### src/rtl/cache_pkg.sv
`default_nettype none

package cache_pkg;

    // Status of one cache block.
    typedef struct packed {
        logic valid;  // Block holds memory contents.
        logic dirty;  // Block differs from memory and must be written back.
    } status_packet_t;

    // Write enables for the three cache arrays.
    typedef struct packed {
        logic tag;
        logic status;
        logic data;
    } enable_t;

endpackage : cache_pkg

`default_nettype wire

### src/rtl/cpu_pkg.sv
`default_nettype none

package cpu_pkg;

    localparam int XLEN = 32;             // Width of a data word and of an address.
    localparam int BYTE_OFFSET_BITS = 2;  // Byte offset inside one word.

    // Width of an address once the byte offset is stripped.
    localparam int WORD_ADDR_BITS = XLEN - BYTE_OFFSET_BITS;

    typedef logic [XLEN-1:0] data_word_t;
    typedef logic [WORD_ADDR_BITS-1:0] word_address_t;

    // Drops the byte offset, leaving tag, set and word fields packed together.
    function automatic word_address_t word_address(input data_word_t address);
        return address[XLEN-1:BYTE_OFFSET_BITS];
    endfunction

    // Rebuilds a word-aligned byte address from its word address.
    function automatic data_word_t byte_address(input word_address_t word);
        return {word, {BYTE_OFFSET_BITS{1'b0}}};
    endfunction

endpackage : cpu_pkg

`default_nettype wire
### src/rtl/dcache_load_path.sv
`default_nettype none

module dcache_load_path
    import cpu_pkg::*;
    import cache_pkg::*;
#(
    parameter int NUM_SETS    = 16,  // Direct-mapped, one block per set.
    parameter int BLOCK_WORDS = 4
) (
    input  logic clk_i,
    input  logic rst_n_i,
    input  logic request_i,
    input  data_word_t address_i,
    output data_word_t data_o,
    output logic valid_o,
    input  logic store_valid_i,
    input  data_word_t store_address_i,
    input  data_word_t store_data_i,
    output logic store_ack_o,
    output logic store_hit_o,
    output logic wb_cyc_o,
    output logic wb_stb_o,
    output logic wb_we_o,
    output data_word_t wb_adr_o,
    output data_word_t wb_dat_o,
    input  data_word_t wb_dat_i,
    input  logic wb_ack_i
);

    localparam int TAG_BITS = WORD_ADDR_BITS - $clog2(NUM_SETS) - $clog2(BLOCK_WORDS);

    data_word_t address, store_data, memory_data, cache_data;
    logic load_request, store_request, load_done, store_done;
    logic cache_hit, cache_load_request, cache_store_request, controller_idle;
    logic [TAG_BITS-1:0] cache_tag;
    status_packet_t status_rd, status_wr;  // Lookup result and refill status.
    enable_t enable_write;

    load_controller #(.NUM_SETS(NUM_SETS), .BLOCK_WORDS(BLOCK_WORDS)) controller (
        .clk_i, .rst_n_i, .request_i, .address_i, .data_o, .valid_o,
        .address_o(address), .store_data_o(store_data),
        .load_done_i(load_done), .memory_data_i(memory_data), .load_request_o(load_request),
        .store_done_i(store_done), .store_request_o(store_request),
        .cache_hit_i(cache_hit), .cache_tag_i(cache_tag),
        .cache_status_i(status_rd), .cache_status_o(status_wr),
        .cache_data_i(cache_data), .enable_write_o(enable_write),
        .cache_load_request_o(cache_load_request), .cache_store_request_o(cache_store_request),
        .controller_idle_o(controller_idle)
    );

    cache_memory #(.NUM_SETS(NUM_SETS), .BLOCK_WORDS(BLOCK_WORDS)) cache (
        .clk_i, .rst_n_i, .address_i(address),
        .cache_load_request_i(cache_load_request), .cache_store_request_i(cache_store_request),
        .enable_write_i(enable_write), .write_data_i(store_data), .status_i(status_wr),
        .controller_idle_i(controller_idle),
        .store_valid_i, .store_address_i, .store_data_i,
        .cache_hit_o(cache_hit), .cache_tag_o(cache_tag),
        .cache_status_o(status_rd), .cache_data_o(cache_data),
        .store_ack_o, .store_hit_o
    );

    memory_bridge bridge (
        .clk_i, .rst_n_i, .address_i(address), .store_data_i(store_data),
        .load_request_i(load_request), .store_request_i(store_request),
        .load_done_o(load_done), .store_done_o(store_done), .memory_data_o(memory_data),
        .wb_cyc_o, .wb_stb_o, .wb_we_o, .wb_adr_o, .wb_dat_o, .wb_dat_i, .wb_ack_i
    );

endmodule : dcache_load_path

`default_nettype wire

### src/rtl/memory_bridge.sv
`default_nettype none

module memory_bridge
    import cpu_pkg::*;
(
    input  logic clk_i,
    input  logic rst_n_i,
    input  data_word_t address_i,
    input  data_word_t store_data_i,
    input  logic load_request_i,
    input  logic store_request_i,
    output logic load_done_o,
    output logic store_done_o,
    output data_word_t memory_data_o,
    // Wishbone classic master.
    output logic wb_cyc_o,
    output logic wb_stb_o,
    output logic wb_we_o,
    output data_word_t wb_adr_o,
    output data_word_t wb_dat_o,
    input  data_word_t wb_dat_i,
    input  logic wb_ack_i
);

    typedef enum logic [1:0] {BRIDGE_IDLE, BRIDGE_BUSY, BRIDGE_DONE} bridge_state_t;

    bridge_state_t state_q;
    logic we_q;
    data_word_t adr_q, dat_q, rdata_q;

    always_ff @(posedge clk_i) begin
        if (!rst_n_i) begin
            state_q <= BRIDGE_IDLE;
            we_q    <= 1'b0;
        end else begin
            case (state_q)
                BRIDGE_IDLE: if (load_request_i || store_request_i) begin
                    state_q <= BRIDGE_BUSY;
                    we_q    <= store_request_i;
                end
                BRIDGE_BUSY: if (wb_ack_i) state_q <= BRIDGE_DONE;  // Wait states stretch here.
                default:     state_q <= BRIDGE_IDLE;  // Done lasts one cycle.
            endcase
        end
    end

    // Transfer register, loaded while idle so it holds through the bus cycle.
    always_ff @(posedge clk_i) begin
        if (state_q == BRIDGE_IDLE) begin
            adr_q <= address_i;
            dat_q <= store_data_i;
        end
        if (state_q == BRIDGE_BUSY && wb_ack_i) begin
            rdata_q <= wb_dat_i;  // Read data is only valid with the acknowledge.
        end
    end

    assign wb_cyc_o = (state_q == BRIDGE_BUSY);
    assign wb_stb_o = (state_q == BRIDGE_BUSY);
    assign wb_we_o  = we_q;
    assign wb_adr_o = adr_q;
    assign wb_dat_o = dat_q;

    assign load_done_o   = (state_q == BRIDGE_DONE) & ~we_q;
    assign store_done_o  = (state_q == BRIDGE_DONE) & we_q;
    assign memory_data_o = rdata_q;

    // Only one transfer may be asked for at a time.
    assert property (@(posedge clk_i) disable iff (!rst_n_i)
        !(load_request_i && store_request_i));

endmodule : memory_bridge

`default_nettype wire

### src/rtl/load_controller.sv
`default_nettype none

module load_controller
    import cpu_pkg::*;
    import cache_pkg::*;
#(
    parameter int NUM_SETS    = 16,
    parameter int BLOCK_WORDS = 4
) (
    input  logic clk_i,
    input  logic rst_n_i,
    // Load unit.
    input  logic request_i,
    input  data_word_t address_i,
    output data_word_t data_o,
    output logic valid_o,
    // Shared by the cache and the memory bridge.
    output data_word_t address_o,
    output data_word_t store_data_o,
    // Memory load and store.
    input  logic load_done_i,
    input  data_word_t memory_data_i,
    output logic load_request_o,
    input  logic store_done_i,
    output logic store_request_o,
    // Cache arrays.
    input  logic cache_hit_i,
    input  logic [XLEN-BYTE_OFFSET_BITS-$clog2(NUM_SETS)-$clog2(BLOCK_WORDS)-1:0] cache_tag_i,
    input  status_packet_t cache_status_i,
    output status_packet_t cache_status_o,
    input  data_word_t cache_data_i,
    output enable_t enable_write_o,
    output logic cache_load_request_o,
    output logic cache_store_request_o,
    output logic controller_idle_o
);

    localparam int WORD_BITS = $clog2(BLOCK_WORDS);
    localparam int LOW_BITS  = $clog2(NUM_SETS) + WORD_BITS;
    localparam int TAG_BITS  = WORD_ADDR_BITS - LOW_BITS;

    typedef enum logic [1:0] {IDLE, OUTCOME, WRITE_BACK, ALLOCATE} state_t;

    state_t state_q, state_d;
    logic [WORD_BITS-1:0] count_q, count_d;  // Word inside the block being moved.
    logic phase_q, phase_d;  // Send phase in WRITE_BACK, refill complete in ALLOCATE.
    data_word_t address_q, address_d;
    data_word_t requested_q, requested_d;
    logic [TAG_BITS-1:0] tag_q, tag_d;  // Tag of the block being evicted.
    word_address_t saved_word;
    data_word_t fill_address, evict_address;
    logic last_word;

    assign saved_word    = word_address(address_q);
    assign fill_address  = byte_address({saved_word[WORD_ADDR_BITS-1:WORD_BITS], count_q});
    assign evict_address = byte_address({tag_q, saved_word[LOW_BITS-1:WORD_BITS], count_q});
    assign last_word     = (count_q == WORD_BITS'(BLOCK_WORDS - 1));
    assign controller_idle_o = (state_q == IDLE);

    always_ff @(posedge clk_i) begin
        if (!rst_n_i) begin
            state_q <= IDLE;
            count_q <= '0;
            phase_q <= 1'b0;
        end else begin
            state_q <= state_d;
            count_q <= count_d;
            phase_q <= phase_d;
        end
    end

    always_ff @(posedge clk_i) begin
        address_q   <= address_d;
        requested_q <= requested_d;
        tag_q       <= tag_d;
    end

    always_comb begin
        state_d     = state_q;
        count_d     = count_q;
        phase_d     = phase_q;
        address_d   = address_q;
        requested_d = requested_q;
        tag_d       = tag_q;

        data_o       = '0;
        valid_o      = 1'b0;
        address_o    = address_i;
        store_data_o = '0;
        load_request_o  = 1'b0;
        store_request_o = 1'b0;
        cache_status_o  = '0;
        enable_write_o  = '0;
        cache_load_request_o  = 1'b0;
        cache_store_request_o = 1'b0;

        case (state_q)
            IDLE: begin
                address_d = address_i;  // Kept for the whole miss.
                count_d   = '0;
                phase_d   = 1'b0;
                if (request_i) begin
                    cache_load_request_o = 1'b1;  // Lookup is captured on this edge.
                    state_d = OUTCOME;
                end
            end

            OUTCOME: begin
                if (cache_hit_i && cache_status_i.valid) begin
                    data_o  = cache_data_i;
                    valid_o = 1'b1;
                    state_d = IDLE;
                end else if (cache_status_i.dirty) begin
                    // Word 0 of the victim is fetched now, so the next cycle can send it.
                    tag_d     = cache_tag_i;
                    address_o = fill_address;
                    cache_load_request_o = 1'b1;
                    phase_d = 1'b1;
                    state_d = WRITE_BACK;
                end else begin
                    state_d = ALLOCATE;  // A clean victim is simply overwritten.
                end
            end

            WRITE_BACK: begin
                address_o    = evict_address;
                store_data_o = cache_data_i;  // Stable until the next fetch.
                if (!phase_q) begin
                    cache_load_request_o = 1'b1;
                    phase_d = 1'b1;
                end else begin
                    store_request_o = ~store_done_i;
                    if (store_done_i) begin
                        phase_d = 1'b0;
                        if (last_word) begin
                            count_d = '0;
                            state_d = ALLOCATE;
                        end else begin
                            count_d = count_q + 1'b1;
                        end
                    end
                end
            end

            ALLOCATE: begin
                address_o      = fill_address;
                store_data_o   = memory_data_i;
                cache_status_o = status_packet_t'{valid: 1'b1, dirty: 1'b0};
                if (phase_q) begin
                    data_o  = requested_q;  // Whole block is resident now.
                    valid_o = 1'b1;
                    phase_d = 1'b0;
                    state_d = IDLE;
                end else begin
                    load_request_o = ~load_done_i;
                    if (load_done_i) begin
                        cache_store_request_o = 1'b1;
                        enable_write_o.data   = 1'b1;
                        if (count_q == '0) begin
                            enable_write_o.tag    = 1'b1;  // Metadata goes in with word 0.
                            enable_write_o.status = 1'b1;
                        end
                        if (saved_word[WORD_BITS-1:0] == count_q) begin
                            requested_d = memory_data_i;
                        end
                        if (last_word) begin
                            phase_d = 1'b1;
                        end else begin
                            count_d = count_q + 1'b1;
                        end
                    end
                end
            end

            default: state_d = IDLE;
        endcase
    end

    // A word comes back one cycle after an idle request or after the last refill word.
    assert property (@(posedge clk_i) disable iff (!rst_n_i)
        valid_o |-> ($past(request_i && controller_idle_o) || $past(load_done_i && last_word)));

endmodule : load_controller

`default_nettype wire

### src/rtl/cache_memory.sv
`default_nettype none

module cache_memory
    import cpu_pkg::*;
    import cache_pkg::*;
#(
    parameter int NUM_SETS    = 16,
    parameter int BLOCK_WORDS = 4
) (
    input  logic clk_i,
    input  logic rst_n_i,
    input  data_word_t address_i,
    input  logic cache_load_request_i,
    input  logic cache_store_request_i,
    input  enable_t enable_write_i,
    input  data_word_t write_data_i,
    input  status_packet_t status_i,
    input  logic controller_idle_i,
    input  logic store_valid_i,
    input  data_word_t store_address_i,
    input  data_word_t store_data_i,
    output logic cache_hit_o,
    output logic [XLEN-BYTE_OFFSET_BITS-$clog2(NUM_SETS)-$clog2(BLOCK_WORDS)-1:0] cache_tag_o,
    output status_packet_t cache_status_o,
    output data_word_t cache_data_o,
    output logic store_ack_o,
    output logic store_hit_o
);

    localparam int LOW_BITS = $clog2(NUM_SETS) + $clog2(BLOCK_WORDS);  // Set and word fields.
    localparam int TAG_BITS = WORD_ADDR_BITS - LOW_BITS;

    word_address_t ctrl_word, store_word, read_word, write_word;
    logic [TAG_BITS-1:0] tag_rd;
    status_packet_t status_rd, status_wr;
    data_word_t data_rd;
    logic store_slot, store_accept, store_match, store_write;

    assign ctrl_word  = word_address(address_i);
    assign store_word = word_address(store_address_i);

    // The store port only gets the arrays while the controller is idle and silent.
    assign store_slot   = controller_idle_i & ~cache_load_request_i & ~cache_store_request_i;
    assign store_accept = store_valid_i & store_slot & ~store_ack_o;  // Once per store.
    assign store_match  = status_rd.valid & (tag_rd == store_word[WORD_ADDR_BITS-1:LOW_BITS]);
    assign store_write  = store_accept & store_match;  // Misses are not allocated.

    assign read_word  = store_slot ? store_word : ctrl_word;
    assign write_word = cache_store_request_i ? ctrl_word : store_word;
    // A store hit always leaves the block valid and dirty.
    assign status_wr  = cache_store_request_i ? status_i
                                              : status_packet_t'{valid: 1'b1, dirty: 1'b1};

    block_ram #(.DEPTH(NUM_SETS), .entry_t(logic [TAG_BITS-1:0])) tag_ram (
        .clk_i, .rst_n_i,
        .write_en_i  (cache_store_request_i & enable_write_i.tag),
        .write_addr_i(write_word[LOW_BITS-1:$clog2(BLOCK_WORDS)]),
        .write_data_i(ctrl_word[WORD_ADDR_BITS-1:LOW_BITS]),
        .read_addr_i (read_word[LOW_BITS-1:$clog2(BLOCK_WORDS)]),
        .read_data_o (tag_rd)
    );

    block_ram #(.DEPTH(NUM_SETS), .entry_t(status_packet_t)) status_ram (
        .clk_i, .rst_n_i,
        .write_en_i  ((cache_store_request_i & enable_write_i.status) | store_write),
        .write_addr_i(write_word[LOW_BITS-1:$clog2(BLOCK_WORDS)]),
        .write_data_i(status_wr),
        .read_addr_i (read_word[LOW_BITS-1:$clog2(BLOCK_WORDS)]),
        .read_data_o (status_rd)
    );

    block_ram #(.DEPTH(NUM_SETS * BLOCK_WORDS), .entry_t(data_word_t)) data_ram (
        .clk_i, .rst_n_i,
        .write_en_i  ((cache_store_request_i & enable_write_i.data) | store_write),
        .write_addr_i(write_word[LOW_BITS-1:0]),
        .write_data_i(cache_store_request_i ? write_data_i : store_data_i),
        .read_addr_i (read_word[LOW_BITS-1:0]),
        .read_data_o (data_rd)
    );

    // The lookup is held until the next controller load request.
    always_ff @(posedge clk_i) begin
        if (cache_load_request_i) begin
            cache_hit_o    <= (tag_rd == ctrl_word[WORD_ADDR_BITS-1:LOW_BITS]);
            cache_tag_o    <= tag_rd;
            cache_status_o <= status_rd;
            cache_data_o   <= data_rd;
        end
    end

    always_ff @(posedge clk_i) begin
        if (!rst_n_i) begin
            store_ack_o <= 1'b0;
            store_hit_o <= 1'b0;
        end else begin
            store_ack_o <= store_accept;  // Acknowledge one cycle after acceptance.
            store_hit_o <= store_write;
        end
    end

    // The controller either reads or writes the arrays, never both in one cycle.
    assert property (@(posedge clk_i) disable iff (!rst_n_i)
        !(cache_load_request_i && cache_store_request_i));

endmodule : cache_memory

`default_nettype wire

### src/rtl/block_ram.sv
`default_nettype none

module block_ram #(
    parameter int  DEPTH   = 16,
    parameter type entry_t = logic
) (
    input  logic                     clk_i,
    input  logic                     rst_n_i,
    input  logic                     write_en_i,
    input  logic [$clog2(DEPTH)-1:0] write_addr_i,
    input  entry_t                   write_data_i,
    input  logic [$clog2(DEPTH)-1:0] read_addr_i,
    output entry_t                   read_data_o
);

    entry_t mem [DEPTH];  // Flop storage, one entry per address.

    always_ff @(posedge clk_i) begin
        if (!rst_n_i) begin
            // Clearing everything leaves every status entry invalid and clean.
            for (int i = 0; i < DEPTH; i++) begin
                mem[i] <= '0;
            end
        end else if (write_en_i) begin
            mem[write_addr_i] <= write_data_i;
        end
    end

    assign read_data_o = mem[read_addr_i];  // Read is combinational.

    // A write past the last entry would point at a missing set.
    assert property (@(posedge clk_i) disable iff (!rst_n_i)
        write_en_i |-> (int'(write_addr_i) < DEPTH));

endmodule : block_ram

`default_nettype wire

### config.mk
export PLATFORM = sky130hd
export DESIGN_NAME = dcache_load_path
export DESIGN_NICKNAME = d
export VERILOG_FILES = /design/src/rtl/cache_pkg.sv /design/src/rtl/cpu_pkg.sv /design/src/rtl/dcache_load_path.sv /design/src/rtl/memory_bridge.sv /design/src/rtl/load_controller.sv /design/src/rtl/cache_memory.sv /design/src/rtl/block_ram.sv
export SDC_FILE = /design/constraint.sdc
export NUM_CORES = 2
export LEC_CHECK = 0
export ABC_AREA = 1
export BUFFER_PORTS_ARGS = -buffer_cell sky130_fd_sc_hd__buf_2
export CORE_MARGIN = 2
export CORE_UTILIZATION = 25
export DETAILED_ROUTE_END_ITERATION = 10
export SLEW_MARGIN = 20
export SYNTH_ARGS = -nofsm -noshare
export SYNTH_HDL_FRONTEND = slang
export SYNTH_SLANG_ARGS = --single-unit
### constraint.sdc
create_clock -name clk_i -period 19.3 [get_ports clk_i]
set_input_delay 3.86 -clock clk_i [delete_from_list [all_inputs] [get_ports clk_i]]
set_output_delay 3.86 -clock clk_i [all_outputs]
set_load 0.03 [all_outputs]
Word level (Yosys, flattened, before mapping):

Memories as Yosys holds them, arrays and structs flattened. A register that Yosys moved wholly into a read port is not among the register bits.
Cells that the tools add are included.

* word-level logic and storage cells: 156
* RAM bits: 2464
* memories: 3
* output and inout bits: 102
* input port bits: 133
* register bits: 221

* equal/unequal tests: 21
* $add $sub $neg: 1
* bitwise operators: 21
* reduce and logical (&&, ||, !) cells: 17
* muxes and demuxes: 76

Memory list
* cache.data_ram.mem: depth 64, width 32, read ports 1, clocked after Yosys merged registers in 1, wr ports 64, RTL line block_ram.sv:16 `entry_t mem [DEPTH];`
* cache.tag_ram.mem: depth 16, width 24, read ports 1, clocked after Yosys merged registers in 0, wr ports 16, RTL line block_ram.sv:16
* cache.status_ram.mem: depth 16, width 2, read ports 1, clocked after Yosys merged registers in 0, wr ports 16, RTL line block_ram.sv:16

Operator list (count)
* two-way mux 32 bit: 6
* one-hot mux 32 bit (2 select lines): 2
* one-hot mux 32 bit (3 select lines): 1
* == test 24 bit: 2
* two-way mux 2 bit: 18
* two-way mux 1 bit: 34
* OR reduction 32 bit: 1
* two-way mux 24 bit: 1
* OR reduction 24 bit: 1
* two-way mux 6 bit: 3
* != test 2 x 1 -> 1 bit (second input constant): 8
* bitwise AND 1 bit: 11
* two-way mux 3 bit: 3
* == test 2 bit (second input constant): 4
* two-way mux 4 bit: 2
* != test 2 bit (second input constant): 4
* NOT 1 bit: 8
* one-hot mux 2 bit (4 select lines): 1
* zero test 2 bit: 3
* one-hot mux 2 bit (3 select lines): 1
* AND reduction 2 bit: 3
* AND reduction 6 bit: 1
* AND reduction 5 bit: 1
* == test 2 x 1 -> 1 bit (second input constant): 2
* 13 further kinds: 15

Logic depth before layout (Yosys ltp):

An unclocked memory read counts as a cell.

* depth in word-level cells: 18
* gate-level depth with buffers: 24
* mapped depth without buffers: 22

Cells and area by module:

Synthesis repeated with hierarchy kept, for this count alone.

* cells, all modules: 12633
* area total of the unflattened synthesis: 122581.3 um^2

By module, submodules not included
* block_ram (cache.data_ram): cells an instance 9281, area each 91376.4 um^2, instances 1, sequential area each 61499.0 um^2
* block_ram (cache.tag_ram): cells an instance 2058, area each 18317.6 um^2, instances 1, sequential area each 11531.1 um^2
* load_controller: cells an instance 573, area each 4914.7 um^2, instances 1, sequential area each 2682.6 um^2
* cache_memory: cells an instance 387, area each 3213.1 um^2, instances 1, sequential area each 1811.7 um^2
* memory_bridge: cells an instance 120, area each 3049.2 um^2, instances 1, sequential area each 2942.8 um^2
* block_ram (cache.status_ram): cells an instance 214, area each 1710.4 um^2, instances 1, sequential area each 960.9 um^2

Least setup slack after synthesis:

No wires, ideal clock.

* path kind: in2reg
* start point: input port request_i
* end point: register cache.cache_data_o[0], read port of cache.data_ram.mem, enable pin
* library setup time: 0.557 ns
* required time: 18.743 ns
* path buffers: 0
* cell stages on the path: 2
* slack: 10.672 ns
* data arrival time: 8.071 ns
* cells stage by stage: inv_1 > o21ai_0

* cells in the longest elaborated chain, start to end: 6

RTL lines
* start, declared: RTL line dcache_load_path.sv:12 `input logic request_i,`
* two-way mux 1 bit (*): RTL line load_controller.sv:102 `if (request_i) begin`
* one-hot mux 1 bit (3 select lines) (*): RTL line load_controller.sv:97 `case (state_q)`
* via cache.cache_load_request_i: RTL line cache_memory.sv:13 `input logic cache_load_request_i,`
* NOT 1 bit: RTL line cache_memory.sv:43 `assign store_slot = controller_idle_i & ~cache_load_request_i & ~cache_store_request_i;`
* bitwise AND 1 bit (2 in a row): RTL line cache_memory.sv:43
* two-way mux 6 bit: RTL line cache_memory.sv:48 `assign read_word = store_slot ? store_word : ctrl_word;`
* end, declared: RTL line cache_memory.sv:25 `output data_word_t cache_data_o,`

The timed path passes the listed nets; every way through them passes the cells marked *.
A chain may end at the register's enable or synchronous reset.

==> reports/qor.json <==
{
  "run_status": "completed",
  "ys_warn_count": 0,
  "cts.root.buffer_cell": "clkbuf_16",
  "postSynthNetCount": 11250,
  "synth_fa_ha_area_frac": 0.0002105,
  "synth_cell_types": 41,
  "hold_class": "flop to flop",
  "clock_insertion_delay_worst_skew_ns": 0.94,
  "port_buffers": 232,
  "slowest_library_cell_on_the_worst_path": "nand3_2",
  "grt_pass1_vias": 80739,
  "layout.nets": 11068,
  "synth.yosys.seq_area_share": 0.6850,
  "grt_max_degree": 185,
  "share_of_synthesized_flip_flops_with_an_asynchronous_set_or_reset": 0,
  "crit_chain": "buf_2, inv_1, nand2_2, nand3_2, nand2_8, buf_4, buf_4, nand2_1, nand3_1, nand3_1, nand3_1, nand2_1, nand2_1, nand2_1, nor2_1, nand2_1, nor2_1, nand3_1, nand2_4, buf_4, nand3_2, nand2_1, buf_4",
  "leakagePower_uw": 0.04933,
  "fin_skew_ns": 0.07188,
  "final_core_utilization": 0.2868,
  "design.core.area_um2": 474200,
  "ys_ff_latch": 2715,
  "worst_pin_slew_ns": 1.211,
  "dieWidth_um": 693.6,
  "die_h_um": 693.6,
  "pwr_density_cell_nw_per_um2": 149.2,
  "syn-mean-instance-area_um2": 10.70,
  "drt-wirelength-per-cell_um": 23.65,
  "route.vias.total": 88453,
  "setup-violations-final": 0,
  "crit_path_start_kind": "primary input",
  "layout_commonest_cell": "nor2_1",
  "synth_top_cells_by_area": "edfxtp_1, nor2_1, o21ai_0, o22ai_1, clkbuf_1",
  "synth.mux.area_fraction": 0.002694,
  "initial_drc_count": 12822,
  "path_common_cell": "nand2_1",
  "period_minus_slack_ns": 11.97,
  "grt_util_all_layers": 0.1637,
  "synth_cells": 11115,
  "worst-setup-path-type": "primary input to flop",
  "relSlewSlack": 0.1928,
  "htree_num_levels": 5,
  "layout_overhead_on_the_synthesized_area_pct": 14.40,
  "drv_slew": 0,
  "crit-reg2reg-launch": "controller.state_q[0]$_SDFFE_PN0P_",
  "instances_no_fill": 17434,
  "worstSetupPathDepth": 23,
  "critical-path-max-stage-delay_ns": 0.87,
  "fin_ws_ns": 7.326,
  "crit_end": "cache.data_ram.mem[50][8]$_SDFFCE_PN0P_",
  "dpl.cell_count": 16877,
  "multiInputGateArea_um2": 33190,
  "critPathMaxFanout": 141,
  "pin_count": 235,
  "reg2reg_to": "cache.data_ram.mem[50][8]$_SDFFCE_PN0P_",
  "post_cts_hold_buffer_count": 0,
  "number_of_buffers_created_by_cts": 299,
  "worst_ir_drop_on_vdd_mv": 0.1337,
  "drtAntennaViolNets": 0,
  "post-dp-hpwl_um": 243500,
  "synth_xor_xnor_area_share": 0.001547,
  "synth_compound_area_frac": 0.1020,
  "final_hold_viol_count": 0,
  "gp_routability_congestion": 0.9084,
  "synth_top_family_by_area": "simple AND/OR/NAND/NOR gates",
  "fillCellCount": 48695,
  "reg2reg_setup_slack_ns": 9.52,
  "required_ns": 19.86,
  "core.rowCount": 253,
  "cap_viol_max_count": 0,
  "initial_utilization": 0.2507,
  "ff_latch_area_um2": 81430,
  "cp.arrival_ns": 12.54,
  "clkSinkCount": 2715,
  "yosysTopAreaCell": "edfxtp_1",
  "post-cts-setup-buffer-count": 0,
  "critical_path.n_buffers_inverters": 6,
  "worst_setup_path_end_kind": "flop",
  "max_freq_mhz": 83.51,
  "viasPerCell": 5.074,
  "clock_tree_buf_depth": 4,
  "synthesis.area_um2": 118900,
  "synth-simple-area-share": 0.1679,
  "clk_transition_reported_paths_ns": 0.06,
  "cp-startpoint": "request_i",
  "grt_setup_unrepaired": "no",
  "netlist.area_leader.share": 0.6833,
  "worst-r2r-cell-count": 24,
  "finalWirelength_um": 412400,
  "critical_path.top_delay_family": "simple AND/OR/NAND/NOR gates",
  "postCtsResizedCells": 0,
  "finalSetupTns_ns": 0,
  "finalCritPeriodShare": 0.6204,
  "design.die.area_um2": 481100,
  "cts_tree": "done",
  "drcViolationCount": 0,
  "synth-edff-count": 2705,
  "drtPass1Iterations": 6,
  "worst_setup_slack_after_placement_ns": 6.610,
  "mostFrequentLayoutCells": "nor2_1, edfxtp_1, o21ai_0",
  "global_route.overflow_total": 0,
  "grt_antenna_before_repair": 35,
  "first_pass_grt_wire_length_um": 587200,
  "final_layout_size_suffix_gt1_frac": 0.09696,
  "most_instantiated_flip_flop_cell_in_the_synthesis_netlist": "edfxtp_1"
}
-- per-stage QoR --
stage / total power [µW] / hold slack, ns / area [µm²]
after floorplan: 11350 / 0.4003 / 118900
after global placement: 14580 / 0.4009 / 126600
after detailed placement: 14590 / 0.4045 / 126600
after CTS: 20100 / 0.3947 / 135900
after global routing: 20960 / 0.4002 / 135900
final: 20290 / 0.3815 / 136000
-- logic make-up (layout without fill, tap and decap cells) --
kind of cell               after synthesis  after routing
other                                    0             28
adders and majority gates                2              2
AOI/OAI and AO/OA                     2157           2157
muxes                                   32             32
DFF                                   2715           2715
buffers and inverters                 1172           1216
and+or+nand+nor                       5016           5016
xor gates and xnor gates                21             21
-- sequential cells by signal (all words and copies together), names as in the netlist, 30 cells and up, named ones only --
| register | count |
|---|---|
| cache.status_ram.mem | 32 |
| bridge.wb_adr_o | 32 |
| bridge.wb_dat_o | 32 |
| controller.requested_q | 32 |
| cache.cache_data_o | 32 |
| bridge.memory_data_o | 32 |
| controller.address_q | 30 |
| cache.tag_ram.mem | 384 |
| cache.data_ram.mem | 2048 |
-- power by group --
group          leakage [µW]  internal (µW)  switching, µW  total [µW]
Combinational        0.0169           1690           5970        7660
Clock               0.00454           3150           2420        5570
Sequential           0.0279           6940            123        7060
Total                0.0493          11800           8520       20300
-- routing by layer --
layer / global-route usage / wire (µm) / vias up
li1: - / - / 38566
met1: 0.2243 / 162400 / 43836
met2: 0.2463 / 180600 / 5289
met3: 0.03866 / 49540 / 758
met4: 0.07117 / 19870 / 4
met5: 0 / 31 / -
-- area by class of cell --
class	count	share of cell area
clock buffers	370	0.05815
multi-input cells	7228	0.2441
flip-flops and latches	2715	0.5987
repair buffers	540	0.02659
inverters	149	0.004241
well taps	6247	0.05747
diodes	28	0.0005152
clock inverters	157	0.01020
-- cell usage after synthesis, types with 2 or more instances --
master,instances
xor2_1,21
nand2_1,704
o221ai_1,72
buf_8,4
edfxtp_1,2705
o21ai_1,9
o22ai_1,570
nand3b_1,18
nand2_2,5
nor2_1,3784
a21oi_1,11
buf_2,231
a211oi_1,2
o211ai_1,71
nor3_1,7
nand3_2,55
ha_1,2
inv_1,136
nand3_1,416
nand4_1,10
a31oi_1,3
clkinv_1,4
buf_4,21
mux2i_1,32
buf_6,2
o21ai_2,2
inv_2,9
a22o_1,23
clkbuf_1,749
nand2_4,2
nor4_1,5
dfxtp_1,10
a22oi_1,24
buf_1,15
nand3_4,8
o21ai_0,1368
-- worst min path at each step --
| stage | startpoint | endpoint | slack [ns] | cells after the start |
|---|---|---|---|---|
| 2_1_floorplan | cache.cache_tag_o[0]$_DFFE_PP_ | controller.tag_q[0]$_DFFE_PP_ | 0.40 | 0 |
| 3_3_place_gp | cache.cache_tag_o[0]$_DFFE_PP_ | controller.tag_q[0]$_DFFE_PP_ | 0.40 | 0 |
| 3_5_place_dp | cache.cache_tag_o[21]$_DFFE_PP_ | controller.tag_q[21]$_DFFE_PP_ | 0.40 | 0 |
| 4_1_cts | cache.cache_tag_o[18]$_DFFE_PP_ | controller.tag_q[18]$_DFFE_PP_ | 0.39 | 0 |
| 5_1_grt | cache.cache_tag_o[18]$_DFFE_PP_ | controller.tag_q[18]$_DFFE_PP_ | 0.40 | 0 |
| 6_report | cache.cache_tag_o[18]$_DFFE_PP_ | controller.tag_q[18]$_DFFE_PP_ | 0.38 | 0 |
(Power assumes the default switching activity.)
